[config.mk]
export PLATFORM = sky130hd
export DESIGN_NAME = cpu_core
export DESIGN_NICKNAME = d
export VERILOG_FILES = /design/src/cpu_pkg.sv /design/src/cpu_ifs.sv /design/src/cpu_core.sv /design/src/decode_stage.sv /design/src/execute_stage.sv /design/src/fetch_stage.sv /design/src/mem_wb_stage.sv /design/src/regfile.sv
export SDC_FILE = /design/constraint.sdc
export NUM_CORES = 2
export LEC_CHECK = 0
export ABC_CLOCK_PERIOD_IN_PS = 7100
export BUFFER_PORTS_ARGS = -buffer_cell sky130_fd_sc_hd__buf_2
export CAP_MARGIN = 5
export CORE_ASPECT_RATIO = 0.6
export CORE_UTILIZATION = 55
export DETAILED_ROUTE_END_ITERATION = 7
export PLACE_DENSITY = 0.83
export SYNTH_ARGS = -nofsm -noshare
export SYNTH_HDL_FRONTEND = slang
export SYNTH_HIERARCHICAL = 1
export SYNTH_SLANG_ARGS = --single-unit
[constraint.sdc]
create_clock -name cpu_clk -period 7.1 [get_ports cpu_clk]
set_input_delay 1.42 -clock cpu_clk [delete_from_list [all_inputs] [get_ports cpu_clk]]
set_output_delay 1.42 -clock cpu_clk [all_outputs]
set_load 0.02 [all_outputs]
[src/cpu_pkg.sv]
package cpu_pkg;

    localparam int XLEN       = 32;
    localparam int REG_ADDR_W = 5;

    // RV32I major opcodes that this core understands
    localparam logic [6:0] OP_R      = 7'b0110011;
    localparam logic [6:0] OP_IMM    = 7'b0010011;
    localparam logic [6:0] OP_LOAD   = 7'b0000011;
    localparam logic [6:0] OP_STORE  = 7'b0100011;
    localparam logic [6:0] OP_BRANCH = 7'b1100011;
    localparam logic [6:0] OP_JAL    = 7'b1101111;

    localparam logic [2:0] ALU_ADD = 3'd0;
    localparam logic [2:0] ALU_SUB = 3'd1;
    localparam logic [2:0] ALU_AND = 3'd2;
    localparam logic [2:0] ALU_OR  = 3'd3;
    localparam logic [2:0] ALU_XOR = 3'd4;
    localparam logic [2:0] ALU_SLT = 3'd5;

    // Writeback source
    localparam logic [1:0] RES_ALU = 2'd0;
    localparam logic [1:0] RES_MEM = 2'd1;
    localparam logic [1:0] RES_PC4 = 2'd2;

    // One instruction word, seen as R-type or I-type
    typedef union packed {
        struct packed {
            logic [6:0]            funct7;
            logic [REG_ADDR_W-1:0] rs2;
            logic [REG_ADDR_W-1:0] rs1;
            logic [2:0]            funct3;
            logic [REG_ADDR_W-1:0] rd;
            logic [6:0]            opcode;
        } r_fmt;
        struct packed {
            logic [11:0]           imm;
            logic [REG_ADDR_W-1:0] rs1;
            logic [2:0]            funct3;
            logic [REG_ADDR_W-1:0] rd;
            logic [6:0]            opcode;
        } i_fmt;
    } inst_u;

endpackage

[src/cpu_ifs.sv]
`timescale 1ns/1ns

interface id_ex_if import cpu_pkg::*; ();
    logic                  valid;
    logic [XLEN-1:0]       pc, pc_plus4;
    logic [REG_ADDR_W-1:0] rs1, rs2, rd;
    logic [XLEN-1:0]       rs1_data, rs2_data;
    logic [XLEN-1:0]       imm;
    logic [2:0]            alu_op;
    logic                  alu_src_imm;
    logic                  reg_write, mem_write;
    logic [1:0]            result_sel;
    logic                  is_branch, branch_ne, is_jal;

    modport src (output valid, pc, pc_plus4, rs1, rs2, rd, rs1_data, rs2_data, imm, alu_op,
                 alu_src_imm, reg_write, mem_write, result_sel, is_branch, branch_ne, is_jal);
    modport dst (input valid, pc, pc_plus4, rs1, rs2, rd, rs1_data, rs2_data, imm, alu_op,
                 alu_src_imm, reg_write, mem_write, result_sel, is_branch, branch_ne, is_jal);
endinterface

interface ex_mem_if import cpu_pkg::*; ();
    logic                  reg_write, mem_write;
    logic [1:0]            result_sel;
    logic [REG_ADDR_W-1:0] rd;
    logic [XLEN-1:0]       alu_res, store_data, pc_plus4;

    modport src (output reg_write, mem_write, result_sel, rd, alu_res, store_data, pc_plus4);
    modport dst (input reg_write, mem_write, result_sel, rd, alu_res, store_data, pc_plus4);
endinterface

[src/cpu_core.sv]
`timescale 1ns/1ns

module cpu_core import cpu_pkg::*; (
    input  logic            cpu_clk,
    input  logic            rst_i,
    output logic [XLEN-1:0] pc_o,
    input  logic [XLEN-1:0] inst_i,
    output logic [XLEN-1:0] dmem_addr_o,
    output logic [XLEN-1:0] dmem_wdata_o,
    output logic            dmem_we_o,
    input  logic [XLEN-1:0] dmem_rdata_i
);

    logic                  stall, redirect;
    logic [XLEN-1:0]       redirect_pc;
    logic                  if_valid;
    logic [XLEN-1:0]       if_pc, if_inst;
    logic                  wb_we;
    logic [REG_ADDR_W-1:0] wb_rd;
    logic [XLEN-1:0]       wb_data;

    id_ex_if  id_ex_bus ();
    ex_mem_if ex_mem_bus ();

    fetch_stage fetch_stage_inst (
        .cpu_clk       (cpu_clk),
        .rst_i         (rst_i),
        .stall_i       (stall),
        .redirect_i    (redirect),
        .redirect_pc_i (redirect_pc),
        .inst_i        (inst_i),
        .pc_o          (pc_o),
        .if_valid_o    (if_valid),
        .if_pc_o       (if_pc),
        .if_inst_o     (if_inst)
    );

    decode_stage decode_stage_inst (
        .cpu_clk    (cpu_clk),
        .rst_i      (rst_i),
        .if_valid_i (if_valid),
        .if_pc_i    (if_pc),
        .if_inst_i  (if_inst),
        .flush_i    (redirect),
        .wb_we_i    (wb_we),
        .wb_rd_i    (wb_rd),
        .wb_data_i  (wb_data),
        .stall_o    (stall),
        .id_ex      (id_ex_bus.src)
    );

    execute_stage execute_stage_inst (
        .cpu_clk       (cpu_clk),
        .rst_i         (rst_i),
        .id_ex         (id_ex_bus.dst),
        .wb_we_i       (wb_we),
        .wb_rd_i       (wb_rd),
        .wb_data_i     (wb_data),
        .redirect_o    (redirect),
        .redirect_pc_o (redirect_pc),
        .ex_mem        (ex_mem_bus.src)
    );

    mem_wb_stage mem_wb_stage_inst (
        .cpu_clk      (cpu_clk),
        .rst_i        (rst_i),
        .ex_mem       (ex_mem_bus.dst),
        .dmem_addr_o  (dmem_addr_o),
        .dmem_wdata_o (dmem_wdata_o),
        .dmem_we_o    (dmem_we_o),
        .dmem_rdata_i (dmem_rdata_i),
        .wb_we_o      (wb_we),
        .wb_rd_o      (wb_rd),
        .wb_data_o    (wb_data)
    );

endmodule

[src/decode_stage.sv]
`timescale 1ns/1ns

module decode_stage import cpu_pkg::*; (
    input  logic                  cpu_clk,
    input  logic                  rst_i,
    input  logic                  if_valid_i,
    input  logic [XLEN-1:0]       if_pc_i,
    input  logic [XLEN-1:0]       if_inst_i,
    input  logic                  flush_i,
    input  logic                  wb_we_i,
    input  logic [REG_ADDR_W-1:0] wb_rd_i,
    input  logic [XLEN-1:0]       wb_data_i,
    output logic                  stall_o,
    id_ex_if.src                  id_ex
);

    inst_u           inst;
    logic [XLEN-1:0] rs1_data, rs2_data;
    logic [XLEN-1:0] imm_d;
    logic [2:0]      alu_op_d;
    logic [1:0]      result_sel_d;
    logic            alu_src_imm_d, reg_write_d, mem_write_d;
    logic            is_branch_d, branch_ne_d, is_jal_d;
    logic            use_rs1, use_rs2;
    logic            load_in_ex, kill;

    assign inst = if_inst_i;

    always_comb begin
        imm_d         = '0;
        alu_op_d      = ALU_ADD;
        result_sel_d  = RES_ALU;
        alu_src_imm_d = 1'b0;
        reg_write_d   = 1'b0;
        mem_write_d   = 1'b0;
        is_branch_d   = 1'b0;
        branch_ne_d   = inst.r_fmt.funct3[0];
        is_jal_d      = 1'b0;
        use_rs1       = 1'b0;
        use_rs2       = 1'b0;
        case (inst.r_fmt.opcode)
            OP_R: begin
                use_rs1     = 1'b1;
                use_rs2     = 1'b1;
                reg_write_d = 1'b1;
                case (inst.r_fmt.funct3)
                    3'b000:  alu_op_d = inst.r_fmt.funct7[5] ? ALU_SUB : ALU_ADD;
                    3'b010:  alu_op_d = ALU_SLT;
                    3'b100:  alu_op_d = ALU_XOR;
                    3'b110:  alu_op_d = ALU_OR;
                    3'b111:  alu_op_d = ALU_AND;
                    default: reg_write_d = 1'b0;    // Shifts and SLTU not built
                endcase
            end
            OP_IMM, OP_LOAD: begin
                use_rs1       = 1'b1;
                alu_src_imm_d = 1'b1;
                imm_d         = {{(XLEN-12){inst.i_fmt.imm[11]}}, inst.i_fmt.imm};
                if (inst.r_fmt.opcode == OP_LOAD) begin
                    reg_write_d  = (inst.i_fmt.funct3 == 3'b010);    // LW only
                    result_sel_d = RES_MEM;
                end else begin
                    reg_write_d = (inst.i_fmt.funct3 == 3'b000);     // ADDI only
                end
            end
            OP_STORE: begin
                use_rs1       = 1'b1;
                use_rs2       = 1'b1;
                alu_src_imm_d = 1'b1;
                mem_write_d   = 1'b1;
                imm_d = {{(XLEN-12){if_inst_i[31]}}, if_inst_i[31:25], if_inst_i[11:7]};
            end
            OP_BRANCH: begin
                use_rs1     = 1'b1;
                use_rs2     = 1'b1;
                is_branch_d = (inst.r_fmt.funct3[2:1] == 2'b00);    // BEQ and BNE
                imm_d = {{(XLEN-12){if_inst_i[31]}}, if_inst_i[7], if_inst_i[30:25],
                         if_inst_i[11:8], 1'b0};
            end
            OP_JAL: begin
                reg_write_d  = 1'b1;
                is_jal_d     = 1'b1;
                result_sel_d = RES_PC4;
                imm_d = {{(XLEN-20){if_inst_i[31]}}, if_inst_i[19:12], if_inst_i[20],
                         if_inst_i[30:21], 1'b0};
            end
            default: ;
        endcase
    end

    regfile regfile_inst (
        .cpu_clk    (cpu_clk),
        .rst_i      (rst_i),
        .rs1_i      (inst.r_fmt.rs1),
        .rs2_i      (inst.r_fmt.rs2),
        .rs1_data_o (rs1_data),
        .rs2_data_o (rs2_data),
        .we_i       (wb_we_i),
        .rd_i       (wb_rd_i),
        .wd_i       (wb_data_i)
    );

    // A load in EX has no data yet for the instruction here
    assign load_in_ex = id_ex.valid && id_ex.reg_write && id_ex.result_sel == RES_MEM &&
                        id_ex.rd != '0;
    assign stall_o = if_valid_i && load_in_ex &&
                     ((use_rs1 && inst.r_fmt.rs1 == id_ex.rd) ||
                      (use_rs2 && inst.r_fmt.rs2 == id_ex.rd));
    assign kill = flush_i || stall_o || !if_valid_i;

    always_ff @(posedge cpu_clk) begin
        if (rst_i || kill) begin
            id_ex.valid     <= 1'b0;
            id_ex.reg_write <= 1'b0;
            id_ex.mem_write <= 1'b0;
            id_ex.is_branch <= 1'b0;
            id_ex.is_jal    <= 1'b0;
        end else begin
            id_ex.valid     <= 1'b1;
            id_ex.reg_write <= reg_write_d;
            id_ex.mem_write <= mem_write_d;
            id_ex.is_branch <= is_branch_d;
            id_ex.is_jal    <= is_jal_d;
        end
        id_ex.pc          <= if_pc_i;
        id_ex.pc_plus4    <= if_pc_i + XLEN'(4);
        id_ex.rs1         <= inst.r_fmt.rs1;
        id_ex.rs2         <= inst.r_fmt.rs2;
        id_ex.rd          <= inst.r_fmt.rd;
        id_ex.rs1_data    <= rs1_data;
        id_ex.rs2_data    <= rs2_data;
        id_ex.imm         <= imm_d;
        id_ex.alu_op      <= alu_op_d;
        id_ex.alu_src_imm <= alu_src_imm_d;
        id_ex.result_sel  <= result_sel_d;
        id_ex.branch_ne   <= branch_ne_d;
    end

endmodule

[src/execute_stage.sv]
`timescale 1ns/1ns

module execute_stage import cpu_pkg::*; (
    input  logic                  cpu_clk,
    input  logic                  rst_i,
    id_ex_if.dst                  id_ex,
    input  logic                  wb_we_i,
    input  logic [REG_ADDR_W-1:0] wb_rd_i,
    input  logic [XLEN-1:0]       wb_data_i,
    output logic                  redirect_o,
    output logic [XLEN-1:0]       redirect_pc_o,
    ex_mem_if.src                 ex_mem
);

    logic                  mem_rw;
    logic [REG_ADDR_W-1:0] mem_rd;
    logic [XLEN-1:0]       mem_val;
    logic [XLEN-1:0]       op_a, rs2_val, op_b, alu_res;
    logic                  operands_eq;

    assign mem_rw  = ex_mem.reg_write;
    assign mem_rd  = ex_mem.rd;
    assign mem_val = ex_mem.alu_res;

    // MEM has priority over WB and x0 is never forwarded
    function automatic logic [XLEN-1:0] fwd(input logic [REG_ADDR_W-1:0] rs,
                                            input logic [XLEN-1:0] id_val);
        if (rs != '0 && mem_rw && mem_rd == rs)
            return mem_val;
        if (rs != '0 && wb_we_i && wb_rd_i == rs)
            return wb_data_i;
        return id_val;
    endfunction

    always_comb begin
        op_a    = fwd(id_ex.rs1, id_ex.rs1_data);
        rs2_val = fwd(id_ex.rs2, id_ex.rs2_data);
    end

    assign op_b = id_ex.alu_src_imm ? id_ex.imm : rs2_val;

    always_comb begin
        case (id_ex.alu_op)
            ALU_SUB: alu_res = op_a - op_b;
            ALU_AND: alu_res = op_a & op_b;
            ALU_OR:  alu_res = op_a | op_b;
            ALU_XOR: alu_res = op_a ^ op_b;
            ALU_SLT: alu_res = {{(XLEN-1){1'b0}}, $signed(op_a) < $signed(op_b)};
            default: alu_res = op_a + op_b;
        endcase
    end

    assign operands_eq = (op_a == rs2_val);
    assign redirect_o = id_ex.valid &&
                        (id_ex.is_jal || (id_ex.is_branch && (operands_eq ^ id_ex.branch_ne)));
    assign redirect_pc_o = id_ex.pc + id_ex.imm;

    always_ff @(posedge cpu_clk) begin
        if (rst_i) begin
            ex_mem.reg_write <= 1'b0;
            ex_mem.mem_write <= 1'b0;
        end else begin
            ex_mem.reg_write <= id_ex.reg_write;    // Already clear for bubbles
            ex_mem.mem_write <= id_ex.mem_write;
        end
        ex_mem.result_sel <= id_ex.result_sel;
        ex_mem.rd         <= id_ex.rd;
        ex_mem.alu_res    <= alu_res;
        ex_mem.store_data <= rs2_val;
        ex_mem.pc_plus4   <= id_ex.pc_plus4;
    end

    // Decode flushes the slot behind a taken branch or jump
    a_redirect_flush: assert property (@(posedge cpu_clk) disable iff (rst_i)
        redirect_o |=> !id_ex.valid)
        else $error("execute_stage: entry behind a redirect was not flushed");

endmodule

[src/fetch_stage.sv]
`timescale 1ns/1ns

module fetch_stage import cpu_pkg::*; (
    input  logic            cpu_clk,
    input  logic            rst_i,
    input  logic            stall_i,
    input  logic            redirect_i,
    input  logic [XLEN-1:0] redirect_pc_i,
    input  logic [XLEN-1:0] inst_i,
    output logic [XLEN-1:0] pc_o,
    output logic            if_valid_o,
    output logic [XLEN-1:0] if_pc_o,
    output logic [XLEN-1:0] if_inst_o
);

    always_ff @(posedge cpu_clk) begin
        if (rst_i) begin
            pc_o <= '0;
        end else if (redirect_i) begin
            pc_o <= redirect_pc_i;    // Redirect wins over a load-use hold
        end else if (!stall_i) begin
            pc_o <= pc_o + XLEN'(4);
        end
    end

    // IF/ID register
    always_ff @(posedge cpu_clk) begin
        if (rst_i || redirect_i) begin
            if_valid_o <= 1'b0;
        end else if (!stall_i) begin
            if_valid_o <= 1'b1;
        end
        if (!stall_i) begin
            if_pc_o   <= pc_o;
            if_inst_o <= inst_i;
        end
    end

    // Branch and jump targets come back from EX, so check them here
    a_pc_aligned: assert property (@(posedge cpu_clk) disable iff (rst_i)
        pc_o[1:0] == 2'b00)
        else $error("fetch_stage: misaligned pc %h", pc_o);

endmodule

[src/mem_wb_stage.sv]
`timescale 1ns/1ns

module mem_wb_stage import cpu_pkg::*; (
    input  logic                  cpu_clk,
    input  logic                  rst_i,
    ex_mem_if.dst                 ex_mem,
    output logic [XLEN-1:0]       dmem_addr_o,
    output logic [XLEN-1:0]       dmem_wdata_o,
    output logic                  dmem_we_o,
    input  logic [XLEN-1:0]       dmem_rdata_i,
    output logic                  wb_we_o,
    output logic [REG_ADDR_W-1:0] wb_rd_o,
    output logic [XLEN-1:0]       wb_data_o
);

    logic [XLEN-1:0] alu_res_q, rdata_q, pc_plus4_q;
    logic [1:0]      result_sel_q;

    // Word-only access, one address for read and write
    assign dmem_addr_o  = ex_mem.alu_res;
    assign dmem_wdata_o = ex_mem.store_data;
    assign dmem_we_o    = ex_mem.mem_write;

    always_ff @(posedge cpu_clk) begin
        if (rst_i) begin
            wb_we_o <= 1'b0;
        end else begin
            wb_we_o <= ex_mem.reg_write;
        end
        wb_rd_o      <= ex_mem.rd;
        result_sel_q <= ex_mem.result_sel;
        alu_res_q    <= ex_mem.alu_res;
        rdata_q      <= dmem_rdata_i;    // Read data arrives in the MEM cycle
        pc_plus4_q   <= ex_mem.pc_plus4;
    end

    always_comb begin
        case (result_sel_q)
            RES_MEM: wb_data_o = rdata_q;
            RES_PC4: wb_data_o = pc_plus4_q;
            default: wb_data_o = alu_res_q;
        endcase
    end

    // Base register plus offset from EX must land on a word
    a_store_aligned: assert property (@(posedge cpu_clk) disable iff (rst_i)
        dmem_we_o |-> dmem_addr_o[1:0] == 2'b00)
        else $error("mem_wb_stage: misaligned store to %h", dmem_addr_o);

endmodule

[src/regfile.sv]
`timescale 1ns/1ns

module regfile import cpu_pkg::*; (
    input  logic                  cpu_clk,
    input  logic                  rst_i,
    input  logic [REG_ADDR_W-1:0] rs1_i,
    input  logic [REG_ADDR_W-1:0] rs2_i,
    output logic [XLEN-1:0]       rs1_data_o,
    output logic [XLEN-1:0]       rs2_data_o,
    input  logic                  we_i,
    input  logic [REG_ADDR_W-1:0] rd_i,
    input  logic [XLEN-1:0]       wd_i
);

    logic [XLEN-1:0] regs [32];

    // x0 reads zero, a same-cycle write shows through
    function automatic logic [XLEN-1:0] read_port(input logic [REG_ADDR_W-1:0] ra);
        if (ra == '0)
            return '0;
        if (we_i && rd_i == ra)
            return wd_i;
        return regs[ra];
    endfunction

    always_comb begin
        rs1_data_o = read_port(rs1_i);
        rs2_data_o = read_port(rs2_i);
    end

    always_ff @(posedge cpu_clk) begin
        if (rst_i) begin
            for (int i = 0; i < 32; i++) regs[i] <= '0;
        end else if (we_i && rd_i != '0) begin
            regs[rd_i] <= wd_i;
        end
    end

endmodule

==> results.txt <==
Synth area leader: edfxtp_1
DRC Markers: 24
pwr dens: 261 nW/um2
slowest stage delay, CP: 0.93 ns
Distinct cells, synth: 111
max-slew violations: 0
ys flop type: edfxtp_1
Worst-Margin Slew: 1.37 ns
clock buffer depth: 3
via/cell ratio: 7.22
most frequent cell after synthesis: edfxtp_1
Syn Inst Count: 6302
drt pass-1 iters: 8
GRT Residual Overflow: 0
status: finished with violations
largest family of logic cells by synthesized area: multiplexers
Slew HR: 8.67%
worst vdd ir: 232 uV
Avg Synthesized Cell Area: 12.5 um2
final hold violation count: 0
number of flops mapped to enable cells by yosys: 1088
crit path kind: register to register
met1 WL: 104000 um
Fmax: 0.147 GHz
area of the mapped netlist: 78600 um2
layout cell share with drive strength beyond 1: 18.7%
Die Span Y: 295 um
Largest Register: decode_stage_inst/regfile_inst/regs
Setup TNS: 0 ns
Routed Antenna Nets: 0
Post-Synth XOR/XNOR Area: 1.79%
mux cell area share after synthesis: 15.9%
largest net degree at the start of global routing: 116
Leak Pwr: 32.2 nW
sequential share of the synthesized area: 52.2%
Die Width: 490 um
post-CTS setup repair buffer count: 0
failing checks: design-rule violations
global-route usage over all layers: 38.6%
synthesis-to-finish area growth: 7.92%
hpwl dp: 184000 um
worst path required time: 7.74 ns
length of routed met3 wiring: 59300 um
routed vias: 59400
gpl congestion: 1.04
top sig layer: met5
clock skew: 0.0425 ns
Layout fillers: 10600
crit path DAT: 7.44 ns
total die area: 144000 um2
clock slew at reported path FFs: 0.07 ns
post-synthesis adder-cell area fraction: 2.16%
Post-Layout Cell Count: 8224
CP delay by family, top: compound AO/OA/AOI/OAI gates
Synth warnings: 6
CTS tree: built
Synth Area in Compound Gates: 9.29%
Worst Setup End Kind: register
CP Buf/Inv Count: 1
post-cts resize count: 0
met2 routed WL: 108000 um
Crit Path Max Fanout: 18
crit path time final: 6.80 ns
Synth top cells by count: 1088 x edfxtp_1, 1002 x and2_1, 416 x dfxtp_1
first-pass GRT wire length: 398000 um
RSZ-0062 raised after global routing: false
Routed WL: 287000 um
crit share post-route: 95.7%
hold buffers post-CTS: 0
Worst Setup Start Kind: register
IO Count: 163
Hold Path Class: register to register
Num Clock Sinks: 1504
Root Buffer: clkbuf_16
core box area: 142000 um2
Routed WL per cell: 34.9 um
flops & latches, synth: 1504
cts bufs inserted: 134
Yosys top cell area share: 41.6%
Starting Density: 55.4%
NumNets Final: 6399
dpl cells: 7970
max reg flops: 1024
Max-cap violations: 0
initial antenna violation count: 22
I/O Buffers: 162
vias in the first global route: 55800
worst-path cell chain: xnor2_1 > nand4_1 > or4_2 > mux2_1 > mux2i_1 > inv_1 > ha_1 > o21bai_1 > a221oi_1 > nor2b_1 > o2111ai_1 > a41oi_1 > a41oi_1 > nor3_1 > or3_1 > a221oi_1 > a21oi_1
critical path's slowest cell: or4_2
Synth area leaders: edfxtp_1 42%, dfxtp_1 11%, mux4_2 10%
DRT iter0 DRCs: 11900
share of synthesized flip-flops with an asynchronous set or reset: 0%
Clock H-tree levels: 4
# setup viols final: 0
post-synthesis simple-gate area fraction: 13.7%
num rows: 107
insertion delay to the later sink of the worst-skew pair: 0.80 ns
-- routing by layer --
metal | global-route usage, % | vias up
li1 | - | 23200
met1 | 53.1 | 28700
met2 | 49.0 | 6324
met3 | 21.0 | 1187
met4 | 17.6 | 16
met5 | 0 | -
-- per-stage QoR --
stage	setup WS [ns]	hold WS, ns	instance area, um2	utilization, %	total power [mW]
2_1_floorplan	2.53	0.310	78700	-	12.9
3_3_place_gp	1.04	0.310	80400	56.6	14.4
3_5_place_dp	0.899	0.312	80400	56.6	14.4
4_1_cts	0.797	0.325	84800	59.8	21.8
5_1_grt	0.390	0.326	84800	59.8	22.5
6_report	0.303	0.324	84800	59.8	22.2
-- cells by family after synthesis --
family,count (synthesis)
AOI/OAI and AO/OA,1082
xor gates and xnor gates,161
adders and majority gates,134
buffers and inverters,759
DFF,1504
muxes,747
other,1
and+or+nand+nor,1914
-- worst register-to-register path, cell delays in order (launching register included) --
cell,delay (ns)
dfxtp_1,0.61
xnor2_1,0.19
nand4_1,0.15
or4_2,0.93
mux2_1,0.45
mux2i_1,0.38
inv_1,0.19
ha_1,0.38
o21bai_1,0.12
a221oi_1,0.72
nor2b_1,0.32
o2111ai_1,0.40
a41oi_1,0.30
a41oi_1,0.64
nor3_1,0.17
or3_1,0.41
a221oi_1,0.25
a21oi_1,0.07
-- final timing paths --
path	to	start	slack, ns	cells past startpoint
hold / removal	execute_stage_inst/ex_mem.pc_plus4[12]	decode_stage_inst/id_ex.pc_plus4[12]	0.32	0
setup / recovery	execute_stage_inst/ex_mem.alu_res[31]	mem_wb_stage_inst/wb_rd_o[2]	0.30	17
setup reg to reg	execute_stage_inst/ex_mem.alu_res[31]	mem_wb_stage_inst/wb_rd_o[2]	0.30	17
hold reg to reg	execute_stage_inst/ex_mem.pc_plus4[12]	decode_stage_inst/id_ex.pc_plus4[12]	0.32	0
-- cells in the final DEF (no fill, tap or decap), types with 23 or more instances in the layout --
cell type,Yosys,layout
a221oi_1,29,29
o21ai_0,117,115
o21ai_2,0,32
nor2_1,230,197
a21o_1,43,43
buf_2,83,161
nor2_2,2,34
o211ai_1,23,23
xor2_1,44,44
a22oi_1,113,113
nor3_1,57,57
a211oi_1,75,75
xnor2_1,117,117
inv_1,148,147
nand4_1,38,38
a32o_1,33,33
edfxtp_1,1088,1088
nand3_1,62,62
mux2_2,109,109
mux2i_1,251,251
a21oi_1,241,240
nor4_1,51,50
mux4_2,354,354
clkbuf_1,339,31
nand2_1,271,271
buf_4,115,165
nor2b_1,42,37
o21ai_1,54,24
or2_2,46,46
o21bai_1,23,23
o22ai_1,133,133
conb_1,1,32
mux4_1,24,24
ha_1,131,130
clkbuf_16,0,139
o221ai_1,43,43
dfxtp_1,416,414
and2_1,1002,1001
-- area by class of cell --
cell class | instances | area (um2) | area share (%)
Multi-Input combinational cell | 4070 | 34100 | 40.2
Tap cell | 1907 | 2390 | 2.81
Sequential cell | 1504 | 41000 | 48.3
Inverter | 151 | 567 | 0.668
Timing Repair Buffer | 338 | 2280 | 2.69
Antenna cell | 9 | 22.5 | 0.0266
Clock inverter | 63 | 677 | 0.798
Clock buffer | 182 | 3750 | 4.43
-- power breakdown --
part	switching [mW]	internal [mW]	total, mW
combinational	2.93	1.27	4.20
clock	3.49	4.08	7.58
sequential	0.501	9.88	10.4
total	6.92	15.2	22.2
No activity file was read; power rests on OpenSTA's default activity.
